==> config.mk <==
export PLATFORM = sky130hd
export DESIGN_NAME = dcache_miss_ctrl
export DESIGN_NICKNAME = d
export VERILOG_FILES = /design/src/bus_pkg.sv /design/src/cache_pkg.sv /design/src/beat_timer.sv /design/src/bus_master.sv /design/src/dcache_fsm.sv /design/src/dcache_miss_ctrl.sv /design/src/line_assembler.sv
export SDC_FILE = /design/constraint.sdc
export NUM_CORES = 2
export LEC_CHECK = 0
export BUFFER_PORTS_ARGS = -buffer_cell sky130_fd_sc_hd__buf_2
export CORE_AREA = 2 2 561 563
export DETAILED_ROUTE_END_ITERATION = 10
export DIE_AREA = 0 0 563 565
export GPL_TIMING_DRIVEN = 0
export PLACE_DENSITY = 0.38
export REMOVE_ABC_BUFFERS = 1
export SKIP_CTS_REPAIR_TIMING = 1
export SLEW_MARGIN = 20
export SYNTH_ARGS = -nofsm -noshare
export SYNTH_HDL_FRONTEND = slang
export SYNTH_HIERARCHICAL = 1
export SYNTH_SLANG_ARGS = --single-unit
==> constraint.sdc <==
create_clock -name clk_i -period 25.1 [get_ports clk_i]
set_clock_uncertainty 0.2 [all_clocks]
set_input_delay 5.02 -clock clk_i [delete_from_list [all_inputs] [get_ports clk_i]]
set_output_delay 5.02 -clock clk_i [all_outputs]
set_load 0.02 [all_outputs]
==> src/bus_pkg.sv <==
// Memory bus types: address, data beat and byte enable widths
`default_nettype none

package bus_pkg;

	// ==================================================
	// Memory bus fields
	// ==================================================

	// Byte address on the memory bus
	typedef logic [31:0] bus_adr_t;

	// One data beat of the 128-bit bus
	typedef logic [127:0] beat_dat_t;

	// Byte enables for one beat, one bit per byte
	typedef logic [15:0] beat_sel_t;

	// Address bits that select a byte inside a beat
	localparam int BEAT_ADR_LSB = 4;

endpackage

`default_nettype wire

==> src/cache_pkg.sv <==
// Cache line types: line data, line select, line address, beat index, cache class
`default_nettype none

package cache_pkg;

	// ==================================================
	// Cache line layout
	// ==================================================

	// A full 512-bit cache line
	typedef logic [511:0] line_t;

	// Byte select across a whole line
	typedef logic [63:0] line_sel_t;

	// Line address with the 6 offset bits removed
	typedef logic [25:0] line_adr_t;

	// Beat number inside a line
	typedef logic [1:0] beat_idx_t;

	localparam int BEATS_PER_LINE = 4;

	// Cache class of a request, decides between line load and strip access
	typedef enum logic {
		NON_CACHEABLE = 1'b0,
		CACHEABLE     = 1'b1
	} cache_class_t;

endpackage

`default_nettype wire

==> src/beat_timer.sv <==
// Response timeout counter for the beat on the bus
`timescale 1ns/1ps
`default_nettype none

module beat_timer #(
	parameter int TIMEOUT_CYCLES = 64
) (
	input  wire  clk_i,
	input  wire  rst_i,
	input  wire  issue_i,
	input  wire  beat_end_i,
	output logic expired_o
);
	localparam int CNT_W = $clog2(TIMEOUT_CYCLES);

	logic [CNT_W-1:0] cnt_q;
	logic             open_q;

	// Fires in the last allowed cycle of the open beat
	assign expired_o = open_q && (cnt_q == CNT_W'(TIMEOUT_CYCLES - 1));

	always_ff @(posedge clk_i or posedge rst_i) begin
		if (rst_i) begin
			cnt_q  <= '0;
			open_q <= 1'b0;
		end else if (issue_i) begin
			cnt_q  <= '0;
			open_q <= 1'b1;
		end else if (beat_end_i || expired_o) begin
			open_q <= 1'b0;
		end else if (open_q) begin
			cnt_q <= cnt_q + 1'b1;
		end
	end

	a_expire_single: assert property (@(posedge clk_i) disable iff (rst_i)
		expired_o |=> !expired_o)
		else $error("beat_timer: expiry held for two cycles");

endmodule

`default_nettype wire

==> src/bus_master.sv <==
// Registered memory bus request fields for the beat being issued
`timescale 1ns/1ps
`default_nettype none

module bus_master (
	input  wire                      clk_i,
	input  wire                      rst_i,
	input  wire                      capture_i,
	input  wire                      issue_i,
	input  wire                      beat_end_i,
	input  wire                      we_i,
	input  wire                      load_mode_i,
	input  wire cache_pkg::line_adr_t adr_i,
	input  wire cache_pkg::beat_idx_t beat_idx_i,
	input  wire bus_pkg::beat_sel_t  sel_i,
	input  wire bus_pkg::beat_dat_t  dat_i,
	output logic                     bus_cyc_o,
	output logic                     bus_we_o,
	output bus_pkg::bus_adr_t        bus_adr_o,
	output bus_pkg::beat_sel_t       bus_sel_o,
	output bus_pkg::beat_dat_t       bus_dat_o
);
	import bus_pkg::*;
	import cache_pkg::*;

	line_adr_t adr_q;
	logic      we_q;

	// Request address and direction, held for the whole request
	always_ff @(posedge clk_i) begin
		if (capture_i) begin
			adr_q <= adr_i;
			we_q  <= we_i;
		end
	end

	// Load beats of an allocating write still read from memory
	always_ff @(posedge clk_i or posedge rst_i) begin
		if (rst_i) begin
			bus_cyc_o <= 1'b0;
			bus_we_o  <= 1'b0;
			bus_sel_o <= '0;
		end else if (issue_i) begin
			bus_cyc_o <= 1'b1;
			bus_we_o  <= we_q && !load_mode_i;
			bus_sel_o <= sel_i;
		end else if (beat_end_i) begin
			bus_cyc_o <= 1'b0;
			bus_we_o  <= 1'b0;
			bus_sel_o <= '0;
		end
	end

	always_ff @(posedge clk_i) begin
		if (issue_i) begin
			bus_adr_o <= {adr_q, beat_idx_i, {BEAT_ADR_LSB{1'b0}}};
			bus_dat_o <= dat_i;
		end
	end

	a_adr_steady: assert property (@(posedge clk_i) disable iff (rst_i)
		bus_cyc_o ##1 bus_cyc_o |-> $stable(bus_adr_o))
		else $error("bus_master: address changed during an open beat");

endmodule

`default_nettype wire

==> src/dcache_fsm.sv <==
// Request FSM: sequences beats for line loads, strip accesses and the write merge
`timescale 1ns/1ps
`default_nettype none

module dcache_fsm (
	input  wire                     clk_i,
	input  wire                     rst_i,
	input  wire                     req_i,
	input  wire                     req_we_i,
	input  wire cache_pkg::cache_class_t req_class_i,
	input  wire                     bus_ack_i,
	input  wire                     bus_rty_i,
	input  wire                     expired_i,
	input  wire bus_pkg::beat_sel_t beat_sel_i,
	output logic                    busy_o,
	output logic                    done_o,
	output logic                    err_o,
	output logic                    load_o,
	output logic                    issue_o,
	output logic                    beat_end_o,
	output cache_pkg::beat_idx_t    beat_idx_o,
	output logic                    load_mode_o,
	output logic                    merge_o,
	output logic                    capture_o
);
	import cache_pkg::*;

	typedef enum logic [2:0] {
		IDLE,
		LOAD_ISSUE,
		LOAD_WAIT,
		MERGE,
		STRIP_ISSUE,
		STRIP_WAIT,
		FINISH
	} state_t;

	state_t       state_q;
	beat_idx_t    idx_q;
	logic         we_q;
	cache_class_t class_q;
	logic         err_q;
	logic         beat_open;
	logic         last_beat;

	// A beat is open while its request sits on the bus
	assign beat_open = (state_q == LOAD_WAIT) || (state_q == STRIP_WAIT);
	assign last_beat = (idx_q == beat_idx_t'(BEATS_PER_LINE - 1));

	assign capture_o   = (state_q == IDLE) && req_i;
	// Strip beats with an empty select group never reach the bus
	assign issue_o     = (state_q == LOAD_ISSUE) || ((state_q == STRIP_ISSUE) && (|beat_sel_i));
	assign beat_end_o  = beat_open && (bus_ack_i || bus_rty_i || expired_i);
	assign load_mode_o = (state_q == LOAD_ISSUE) || (state_q == LOAD_WAIT);
	assign merge_o     = (state_q == MERGE);
	assign beat_idx_o  = idx_q;
	assign busy_o      = (state_q != IDLE);
	assign done_o      = (state_q == FINISH);
	assign err_o       = done_o && err_q;
	assign load_o      = done_o && (class_q == CACHEABLE) && !err_q;

	always_ff @(posedge clk_i or posedge rst_i) begin
		if (rst_i) begin
			state_q <= IDLE;
			idx_q   <= '0;
			we_q    <= 1'b0;
			class_q <= NON_CACHEABLE;
			err_q   <= 1'b0;
		end else begin
			case (state_q)
				IDLE: begin
					if (req_i) begin
						we_q    <= req_we_i;
						class_q <= req_class_i;
						err_q   <= 1'b0;
						idx_q   <= '0;
						state_q <= (req_class_i == CACHEABLE) ? LOAD_ISSUE : STRIP_ISSUE;
					end
				end
				LOAD_ISSUE: state_q <= LOAD_WAIT;
				LOAD_WAIT: begin
					// The index wraps to zero after the fourth beat, ready for the write-through
					if (bus_ack_i) begin
						idx_q <= idx_q + 1'b1;
						if (last_beat)
							state_q <= we_q ? MERGE : FINISH;
						else
							state_q <= LOAD_ISSUE;
					end else if (bus_rty_i) begin
						state_q <= LOAD_ISSUE;
					end else if (expired_i) begin
						err_q   <= 1'b1;
						state_q <= FINISH;
					end
				end
				MERGE: state_q <= STRIP_ISSUE;
				STRIP_ISSUE: begin
					if (|beat_sel_i)
						state_q <= STRIP_WAIT;
					else if (last_beat)
						state_q <= FINISH;
					else
						idx_q <= idx_q + 1'b1;
				end
				STRIP_WAIT: begin
					if (bus_ack_i) begin
						idx_q   <= idx_q + 1'b1;
						state_q <= last_beat ? FINISH : STRIP_ISSUE;
					end else if (bus_rty_i) begin
						state_q <= STRIP_ISSUE;
					end else if (expired_i) begin
						err_q   <= 1'b1;
						state_q <= FINISH;
					end
				end
				FINISH: state_q <= IDLE;
				default: state_q <= IDLE;
			endcase
		end
	end

	// ==================================================
	// Beat protocol checks
	// ==================================================

	// An issue never follows a cycle in which a beat stayed open
	a_issue_when_closed: assert property (@(posedge clk_i) disable iff (rst_i)
		issue_o |-> !$past(beat_open) || $past(beat_end_o))
		else $error("dcache_fsm: issue while a beat is open");

	// A beat can only end after an issue opened it
	a_end_in_open_beat: assert property (@(posedge clk_i) disable iff (rst_i)
		beat_end_o |-> $past(issue_o) || ($past(beat_open) && !$past(beat_end_o)))
		else $error("dcache_fsm: beat end without an open beat");

endmodule

`default_nettype wire

==> src/dcache_miss_ctrl.sv <==
// Data cache miss and uncached access controller, top level
`timescale 1ns/1ps
`default_nettype none

module dcache_miss_ctrl #(
	parameter int TIMEOUT_CYCLES = 64
) (
	input  wire                          clk_i,
	input  wire                          rst_i,
	input  wire                          req_i,
	input  wire                          req_we_i,
	input  wire cache_pkg::cache_class_t req_class_i,
	input  wire cache_pkg::line_adr_t    req_adr_i,
	input  wire cache_pkg::line_sel_t    req_sel_i,
	input  wire cache_pkg::line_t        req_dat_i,
	output wire                          busy_o,
	output wire                          done_o,
	output wire                          err_o,
	output wire                          load_o,
	output wire cache_pkg::line_t        line_o,
	output wire                          bus_cyc_o,
	output wire                          bus_we_o,
	output wire bus_pkg::bus_adr_t       bus_adr_o,
	output wire bus_pkg::beat_sel_t      bus_sel_o,
	output wire bus_pkg::beat_dat_t      bus_dat_o,
	input  wire                          bus_ack_i,
	input  wire                          bus_rty_i,
	input  wire bus_pkg::beat_dat_t      bus_dat_i
);
	import bus_pkg::*;
	import cache_pkg::*;

	logic      issue;
	logic      beat_end;
	logic      expired;
	logic      capture;
	logic      load_mode;
	logic      merge;
	beat_idx_t beat_idx;
	beat_sel_t beat_sel;
	beat_dat_t beat_dat;

	dcache_fsm u_fsm (
		.clk_i       (clk_i),
		.rst_i       (rst_i),
		.req_i       (req_i),
		.req_we_i    (req_we_i),
		.req_class_i (req_class_i),
		.bus_ack_i   (bus_ack_i),
		.bus_rty_i   (bus_rty_i),
		.expired_i   (expired),
		.beat_sel_i  (beat_sel),
		.busy_o      (busy_o),
		.done_o      (done_o),
		.err_o       (err_o),
		.load_o      (load_o),
		.issue_o     (issue),
		.beat_end_o  (beat_end),
		.beat_idx_o  (beat_idx),
		.load_mode_o (load_mode),
		.merge_o     (merge),
		.capture_o   (capture)
	);

	beat_timer #(
		.TIMEOUT_CYCLES (TIMEOUT_CYCLES)
	) u_timer (
		.clk_i      (clk_i),
		.rst_i      (rst_i),
		.issue_i    (issue),
		.beat_end_i (beat_end),
		.expired_o  (expired)
	);

	bus_master u_bus (
		.clk_i       (clk_i),
		.rst_i       (rst_i),
		.capture_i   (capture),
		.issue_i     (issue),
		.beat_end_i  (beat_end),
		.we_i        (req_we_i),
		.load_mode_i (load_mode),
		.adr_i       (req_adr_i),
		.beat_idx_i  (beat_idx),
		.sel_i       (beat_sel),
		.dat_i       (beat_dat),
		.bus_cyc_o   (bus_cyc_o),
		.bus_we_o    (bus_we_o),
		.bus_adr_o   (bus_adr_o),
		.bus_sel_o   (bus_sel_o),
		.bus_dat_o   (bus_dat_o)
	);

	line_assembler u_line (
		.clk_i       (clk_i),
		.rst_i       (rst_i),
		.capture_i   (capture),
		.req_sel_i   (req_sel_i),
		.req_dat_i   (req_dat_i),
		.beat_idx_i  (beat_idx),
		.load_mode_i (load_mode),
		.merge_i     (merge),
		.bus_ack_i   (bus_ack_i),
		.bus_we_i    (bus_we_o),
		.bus_dat_i   (bus_dat_i),
		.beat_sel_o  (beat_sel),
		.beat_dat_o  (beat_dat),
		.line_o      (line_o)
	);

endmodule

`default_nettype wire

==> src/line_assembler.sv <==
// Line buffer: holds CPU data, collects read beats and merges write bytes
`timescale 1ns/1ps
`default_nettype none

module line_assembler (
	input  wire                       clk_i,
	input  wire                       rst_i,
	input  wire                       capture_i,
	input  wire cache_pkg::line_sel_t req_sel_i,
	input  wire cache_pkg::line_t     req_dat_i,
	input  wire cache_pkg::beat_idx_t beat_idx_i,
	input  wire                       load_mode_i,
	input  wire                       merge_i,
	input  wire                       bus_ack_i,
	input  wire                       bus_we_i,
	input  wire bus_pkg::beat_dat_t   bus_dat_i,
	output bus_pkg::beat_sel_t        beat_sel_o,
	output bus_pkg::beat_dat_t        beat_dat_o,
	output cache_pkg::line_t          line_o
);
	import bus_pkg::*;
	import cache_pkg::*;

	localparam int BEAT_W = $bits(beat_dat_t);
	localparam int SEL_W  = $bits(beat_sel_t);
	localparam int NBYTES = $bits(line_sel_t);

	line_sel_t sel_q;
	line_t     dat_q;
	line_t     line_q;

	always_ff @(posedge clk_i) begin
		if (capture_i) begin
			sel_q <= req_sel_i;
			dat_q <= req_dat_i;
		end
	end

	// ==================================================
	// Result line
	// ==================================================

	always_ff @(posedge clk_i or posedge rst_i) begin
		if (rst_i) begin
			line_q <= '0;
		end else if (capture_i) begin
			line_q <= '0;
		end else if (merge_i) begin
			for (int b = 0; b < NBYTES; b++) begin
				if (sel_q[b])
					line_q[b*8 +: 8] <= dat_q[b*8 +: 8];
			end
		end else if (bus_ack_i && !bus_we_i) begin
			// Read data lands in the slice of the beat that was acked
			line_q[beat_idx_i*BEAT_W +: BEAT_W] <= bus_dat_i;
		end
	end

	// Line loads always fetch whole beats
	assign beat_sel_o = load_mode_i ? {SEL_W{1'b1}} : sel_q[beat_idx_i*SEL_W +: SEL_W];
	assign beat_dat_o = dat_q[beat_idx_i*BEAT_W +: BEAT_W];
	assign line_o     = line_q;

endmodule

`default_nettype wire

Word level (Yosys, flattened, before mapping)
Index checks and enable logic that the tools add are counted.

Eq/ne operators: 81. Add/sub/neg operators: 3. Shift-type cells: 4. Muxes and demuxes: 102. Reductions and logical operators: 97.

Operator list (number): $mux 512 (3); $bwmux 512 (1); $mux 8 (64); $shift 128x34->512 const A (1); $shiftx 128x34->512 (1); $shiftx 512x10->128 (1); $ne 3x2->1 const B (65); $reduce_and 2->1 (67); $shiftx 64x7->16 (1); $mux 16 (3); $neg 9->34 (1); $mux 3 (11); $mux 6 (3); $pmux 3 s6 (1); $reduce_or 16->1 (1); $ne 2x2->1 const B (6); $mux 2 (5); $reduce_and 5->1 (2); $eq 3x3->1 const B (3); $logic_and 1x1->1 (9); $mux 1 (9); $reduce_bool 3->1 (3); $reduce_bool 2->1 (4); $add 6x1->6 const B (1); 12 further kinds (21).

Register bits: 1304. Output and inout bits: 694. Word-level logic and storage cells: 367.

Depth between registers and ports, before layout
Depth in word-level cells: 8. Depth in mapped cells: 13. Mapped depth without buffers: 9.

Hierarchy
The synthesis kept the hierarchy.

By module, submodules not included: line_assembler (sequential area each 30108.9 um^2, cells each 2817, area each 47377.9 um^2, instances 1); bus_master (sequential area each 5945.7 um^2, cells each 252, area each 6261.0 um^2, instances 1); dcache_fsm (sequential area each 200.2 um^2, cells each 80, area each 689.4 um^2, instances 1); beat_timer (sequential area each 175.2 um^2, cells each 35, area each 356.6 um^2, instances 1).

Least setup slack after synthesis
No wires, ideal clock.

Path type: input to register. Start point: input req_i. End point: register u_line.line_q[360], in the netlist u_line/line_o[360]. Setup time: 0.125 ns. Buffers on the path: 3. Arrival time: 26.826 ns. Path slack: -2.051 ns. Stages: 7. Path through: nor4b_4 > buf_2 > buf_4 > buf_2 > a21oi_1 > nand2_1 > mux2_2.

Word-level cells in the longest chain between the ends: 3.

Ends and longest elaborated chain: start, declared (line dcache_miss_ctrl.sv:10) `input wire req_i,`; $logic_and 1x1->1 * (line dcache_fsm.sv:50) `assign capture_o = (state_q == IDLE) && req_i;`; $ne 3x2->1 (no line) / $reduce_bool 3->1 (equally long branches); $reduce_and 2->1 (no line); end signal, assigned by index (line line_assembler.sv:51) `line_q[b*8 +: 8] <= dat_q[b*8 +: 8];`; end signal, assigned by index (line line_assembler.sv:55) `line_q[beat_idx_i*BEAT_W +: BEAT_W] <= bus_dat_i;`; end, declared (line line_assembler.sv:30) `line_t line_q;`.

Mark *: on every way between the ends. The rest lies on a longest branch, timed or not. A chain may end at the register's enable or synchronous reset.

Worst setup path after layout
Start point: input req_i. End point: register u_line.line_q[466], in the netlist u_line/line_o[466].

Word-level cells in the longest chain between the ends: 3.

Ends and longest elaborated chain: $logic_and 1x1->1 * (line dcache_fsm.sv:50); named net capture (line dcache_miss_ctrl.sv:36) `logic capture;`; $ne 3x2->1 (no line) / $reduce_bool 3->1 (equally long branches); $reduce_and 2->1 (no line).

The timed path passes the listed nets; every way through them passes the cells marked *.

==> impl_metrics.yaml <==
status:
  outcome: "complete, no violations"
die:
  core_area_sq_um: 311400
  floorplan.io_pins: 1431
  rows: 205
  floorplan.initialDensity: 0.1756
  floorplan.die_area_sq_um: 318100
  fp.dieW_microns: 563
  die_h_microns: 565
clock_tree:
  cts_made_buffers: 168
  h_tree_level_count: 4
  root_buffer: "sky130_fd_sc_hd__clkbuf_16"
  clk_transition_reported_paths_ns: 0.06
  clock_latency_ns: 0.82
  clock_tree.buffer_depth: 4
  clock-sinks: 1304
  cts_tree: "built"
critical_path:
  r2r.worst_path.cells: 21
  crit_required_ns: 25.59
  setup_cp_type: "primary input to register"
  crit_fanout: 25
  reg2reg_to: "u_line/line_o[466]"
  worstPathArrival_ns: 9.44
  worst_r2r_startpoint: "u_fsm/state_q[0]"
  worst_setup_path_start_kind: "primary input"
  critical_path.endpoint_type: "register"
  setup.reg_to_reg.worst_slack_ns: 19.70
flow_run:
  max_cap_violations: 0
power:
  power.switching_fraction: 0.4011
  p_leak_nw: 31.09
  p_seq_frac: 0.341
  internal_power_summed_over_all_cells_mw: 5.655
  power.share.clock: 0.255
  netSwitchingPower_mw: 3.787
  share_of_total_power_in_combinational_logic: 0.404
  power.ir.vdd_worst_mv: 0.06907
  p_per_area_nw_per_um2: 125.5
yosys:
  yosysWarnings: 6
  number_of_flops_mapped_to_enable_cells_by_yosys: 759
  netlist-cell-type-count: 61
  post_synth_instance_area_sq_um: 54680
  post-synth-top-area-fraction: 0.4168
  most_area_consuming_cells_after_synthesis: "sky130_fd_sc_hd__edfxtp_1 42%, sky130_fd_sc_hd__dfrtp_1 25%, sky130_fd_sc_hd__mux2_2 11%, sky130_fd_sc_hd__a32o_1 8.7%, sky130_fd_sc_hd__mux4_2 5.9%"
  post_synthesis_cells: 3184
  yosys_register_bits: 1304
  top_reg_cell_synth: "sky130_fd_sc_hd__edfxtp_1"
  synth-async-reset-ratio: 0.4179
  synthesis.area_per_instance_sq_um: 17.17
  synth-seq-area-share: 0.6662
  synth.largest_area_cell: "sky130_fd_sc_hd__edfxtp_1"
placement:
  hpwlAfterDp_mm: 223.3
  place.gp.congestion: 0.7964
  placement.setup.worst_slack_ns: 15.32
  io_port_bufs: 1426
hold_path:
  worst_hold_startpoint: "u_bus/adr_q[1]"
  worst_hold_path.num_cells: 0
  hold_path_end: "u_bus/bus_adr_o[7]"
  min_path_type: "register to register"
drt:
  vias: 39682
  avgViaCountPerCell: 4.347
  dr.first_iter.drc_count: 3163
  route.final.wire_length_mm: 289.3
  drc_errors: 0
  dr.pass1.iters: 5
  wl_per_cell_microns: 31.69
  antenna_violating_nets_post_route: 0
sta:
  fmax_mhz: 111.8
  slew-limit-headroom: 0.3291
  finalHoldViolations: 0
  worst_slack_ns: 16.16
  post_layout_min_period_ns: 8.943
  maxSlewViolCount: 0
  report.final.setup_viol: 0
  rsz0062_at_grt: "false"
  final_min_period_over_clock_period: 0.3563
  final.setup.tns_ns: 0
  pin_slew_with_the_least_headroom_to_its_limit_ns: 1.004
layout:
  layout-drive-gt1-share: 0.5355
  nets: 5509
  fillCellCount: 32854
  area_growth_syn_to_layout_pct: 37.53
  post-route-util: 0.2415
global_routing:
  grt_overflow: 0
  via_count_of_the_first_global_routing_pass: 41060
  grt_start_max_net_pins: 79
  grt_first_pass_wirelength_mm: 382.7
  grt_antenna_before_repair: 182
  grt_resource_usage_total: 0.1745
-- critical path, stage by stage --
cell and delay, ns:
sky130_fd_sc_hd__buf_2 0.11, sky130_fd_sc_hd__nor4b_4 0.38, sky130_fd_sc_hd__buf_6 0.23, sky130_fd_sc_hd__buf_6 0.17, sky130_fd_sc_hd__buf_4 0.22, sky130_fd_sc_hd__buf_6 0.19, sky130_fd_sc_hd__buf_4 0.23, sky130_fd_sc_hd__buf_6 0.18
sky130_fd_sc_hd__nor2b_4 0.11, sky130_fd_sc_hd__buf_16 0.19, sky130_fd_sc_hd__buf_12 0.17, sky130_fd_sc_hd__buf_16 0.17, sky130_fd_sc_hd__buf_16 0.16, sky130_fd_sc_hd__buf_16 0.17, sky130_fd_sc_hd__buf_16 0.17, sky130_fd_sc_hd__buf_16 0.17
sky130_fd_sc_hd__buf_12 0.17, sky130_fd_sc_hd__buf_16 0.17, sky130_fd_sc_hd__buf_16 0.16, sky130_fd_sc_hd__buf_12 0.17, sky130_fd_sc_hd__a32o_1 0.28, sky130_fd_sc_hd__mux2_2 0.28
-- power groups by stage --
stage,Combinational [mW],Clock [mW],Sequential (mW)
floorplan,1.89,0,3.80
global placement,4.91,0,3.89
detailed placement,3.89,0,3.26
CTS,3.90,2.50,3.22
global route,4.00,2.56,3.27
finish,3.82,2.41,3.22
-- sequential cells by signal, summed over array words and instances (netlist names) --
name and flops:
u_bus/adr_q 26, u_bus/bus_adr_o 28, u_bus/bus_cyc_o 1, u_bus/bus_dat_o 128
u_bus/bus_sel_o 16, u_bus/bus_we_o 1, u_bus/we_q 1, u_fsm/beat_idx_o 2
u_fsm/class_q 1, u_fsm/err_q 1, u_fsm/state_q 3, u_fsm/we_q 1
u_line/dat_q 512, u_line/line_o 512, u_line/sel_q 64, u_timer/cnt_q 6
u_timer/open_q 1
-- layer usage --
metal | up-vias | routed length [microns] | GRT usage
li1 | 16301 | - | -
met1 | 20818 | 114300 | 0.2103
met2 | 1928 | 137100 | 0.2892
met3 | 519 | 26390 | 0.05770
met4 | 116 | 10800 | 0.06349
met5 | - | 715 | 0
-- stage by stage --
step                hold slack (ns)  area, sq um  instances  total power [mW]
floorplan                    0.2003        53510       2931             5.687
global placement             0.2021        65830       8497             8.800
detailed placement           0.2045        69660       8735             7.150
CTS                          0.2176        74990       9042             9.617
global route                 0.2269        75080       9078             9.826
finish                       0.2182        75210       9129             9.442
-- layout by cell type, fill, tap and decap left out, types with 18 or more instances in the layout --
cell type and n:
sky130_fd_sc_hd__nand2_1 61, sky130_fd_sc_hd__o2bb2ai_1 35, sky130_fd_sc_hd__buf_2 1426, sky130_fd_sc_hd__buf_6 80, sky130_fd_sc_hd__buf_4 65, sky130_fd_sc_hd__clkinv_2 18, sky130_fd_sc_hd__nand3b_1 36, sky130_fd_sc_hd__mux4_2 144
sky130_fd_sc_hd__a32o_1 475, sky130_fd_sc_hd__nor2b_1 126, sky130_fd_sc_hd__clkbuf_16 170, sky130_fd_sc_hd__buf_16 53, sky130_fd_sc_hd__clkbuf_1 60, sky130_fd_sc_hd__a21oi_1 52, sky130_fd_sc_hd__mux2_2 510, sky130_fd_sc_hd__diode_2 87
sky130_fd_sc_hd__edfxtp_1 759, sky130_fd_sc_hd__clkbuf_8 19, sky130_fd_sc_hd__dfrtp_1 543, sky130_fd_sc_hd__buf_12 33
-- final cells by class --
class	count	area, sq um	share of cell area
sequential	1304	36440	0.4845
multi-input combinational	1616	17250	0.2293
timing repair buffer	1664	10750	0.1429
tap	4140	5180	0.06887
clock buffer	249	4741	0.06303
clock inverter	58	588.1	0.007819
antenna	87	217.7	0.002895
inverter	11	48.80	0.0006488
-- logic make-up (layout without fill, tap and decap cells) --
kind of cell    after synthesis  count (layout)  synth area share
mux                         661             661            0.1658
xor+xnor                      4               4         0.0006408
fa+ha+maj                     7               7          0.001602
compound gates              614             614            0.1069
buf+inv                     267            1982           0.02245
other cells                   1              91        0.00006857
flops                      1304            1304            0.6662
simple gates                326             326           0.03640
-- Yosys cell counts (3+ instances only) --
cell / number
sky130_fd_sc_hd__a211oi_2: 6
sky130_fd_sc_hd__a211oi_4: 10
sky130_fd_sc_hd__a21oi_1: 53
sky130_fd_sc_hd__a22o_1: 6
sky130_fd_sc_hd__a31oi_1: 5
sky130_fd_sc_hd__a32o_1: 475
sky130_fd_sc_hd__and2_1: 4
sky130_fd_sc_hd__and2b_1: 5
sky130_fd_sc_hd__and3b_1: 3
sky130_fd_sc_hd__buf_1: 15
sky130_fd_sc_hd__buf_2: 118
sky130_fd_sc_hd__buf_4: 12
sky130_fd_sc_hd__buf_6: 4
sky130_fd_sc_hd__clkbuf_1: 105
sky130_fd_sc_hd__dfrtp_1: 545
sky130_fd_sc_hd__edfxtp_1: 759
sky130_fd_sc_hd__ha_1: 7
sky130_fd_sc_hd__inv_1: 11
sky130_fd_sc_hd__mux2_2: 510
sky130_fd_sc_hd__mux2i_1: 4
sky130_fd_sc_hd__mux4_2: 144
sky130_fd_sc_hd__nand2_1: 63
sky130_fd_sc_hd__nand2_2: 4
sky130_fd_sc_hd__nand2b_1: 15
sky130_fd_sc_hd__nand3_1: 7
sky130_fd_sc_hd__nand3b_1: 36
sky130_fd_sc_hd__nand4bb_1: 3
sky130_fd_sc_hd__nor2_1: 16
sky130_fd_sc_hd__nor2b_1: 129
sky130_fd_sc_hd__nor4_1: 4
sky130_fd_sc_hd__o21ai_0: 10
sky130_fd_sc_hd__o21ai_1: 6
sky130_fd_sc_hd__o2bb2ai_1: 35
sky130_fd_sc_hd__or2_2: 17
sky130_fd_sc_hd__xor2_1: 3
-- worst max path at each step --
stage / start / cells past startpoint / to / slack (ns)
3_5_place_dp: req_i / 22 / u_line/line_o[466] / 15.32
2_1_floorplan: req_i / 4 / u_line/line_o[136] / -96.39
6_report: req_i / 22 / u_line/line_o[466] / 16.16
3_3_place_gp: req_i / 5 / u_line/line_o[486] / -354.01
5_1_grt: req_i / 22 / u_line/line_o[466] / 16.11
4_1_cts: req_i / 22 / u_line/line_o[466] / 16.26
No activity file was read; power rests on OpenSTA's default activity.
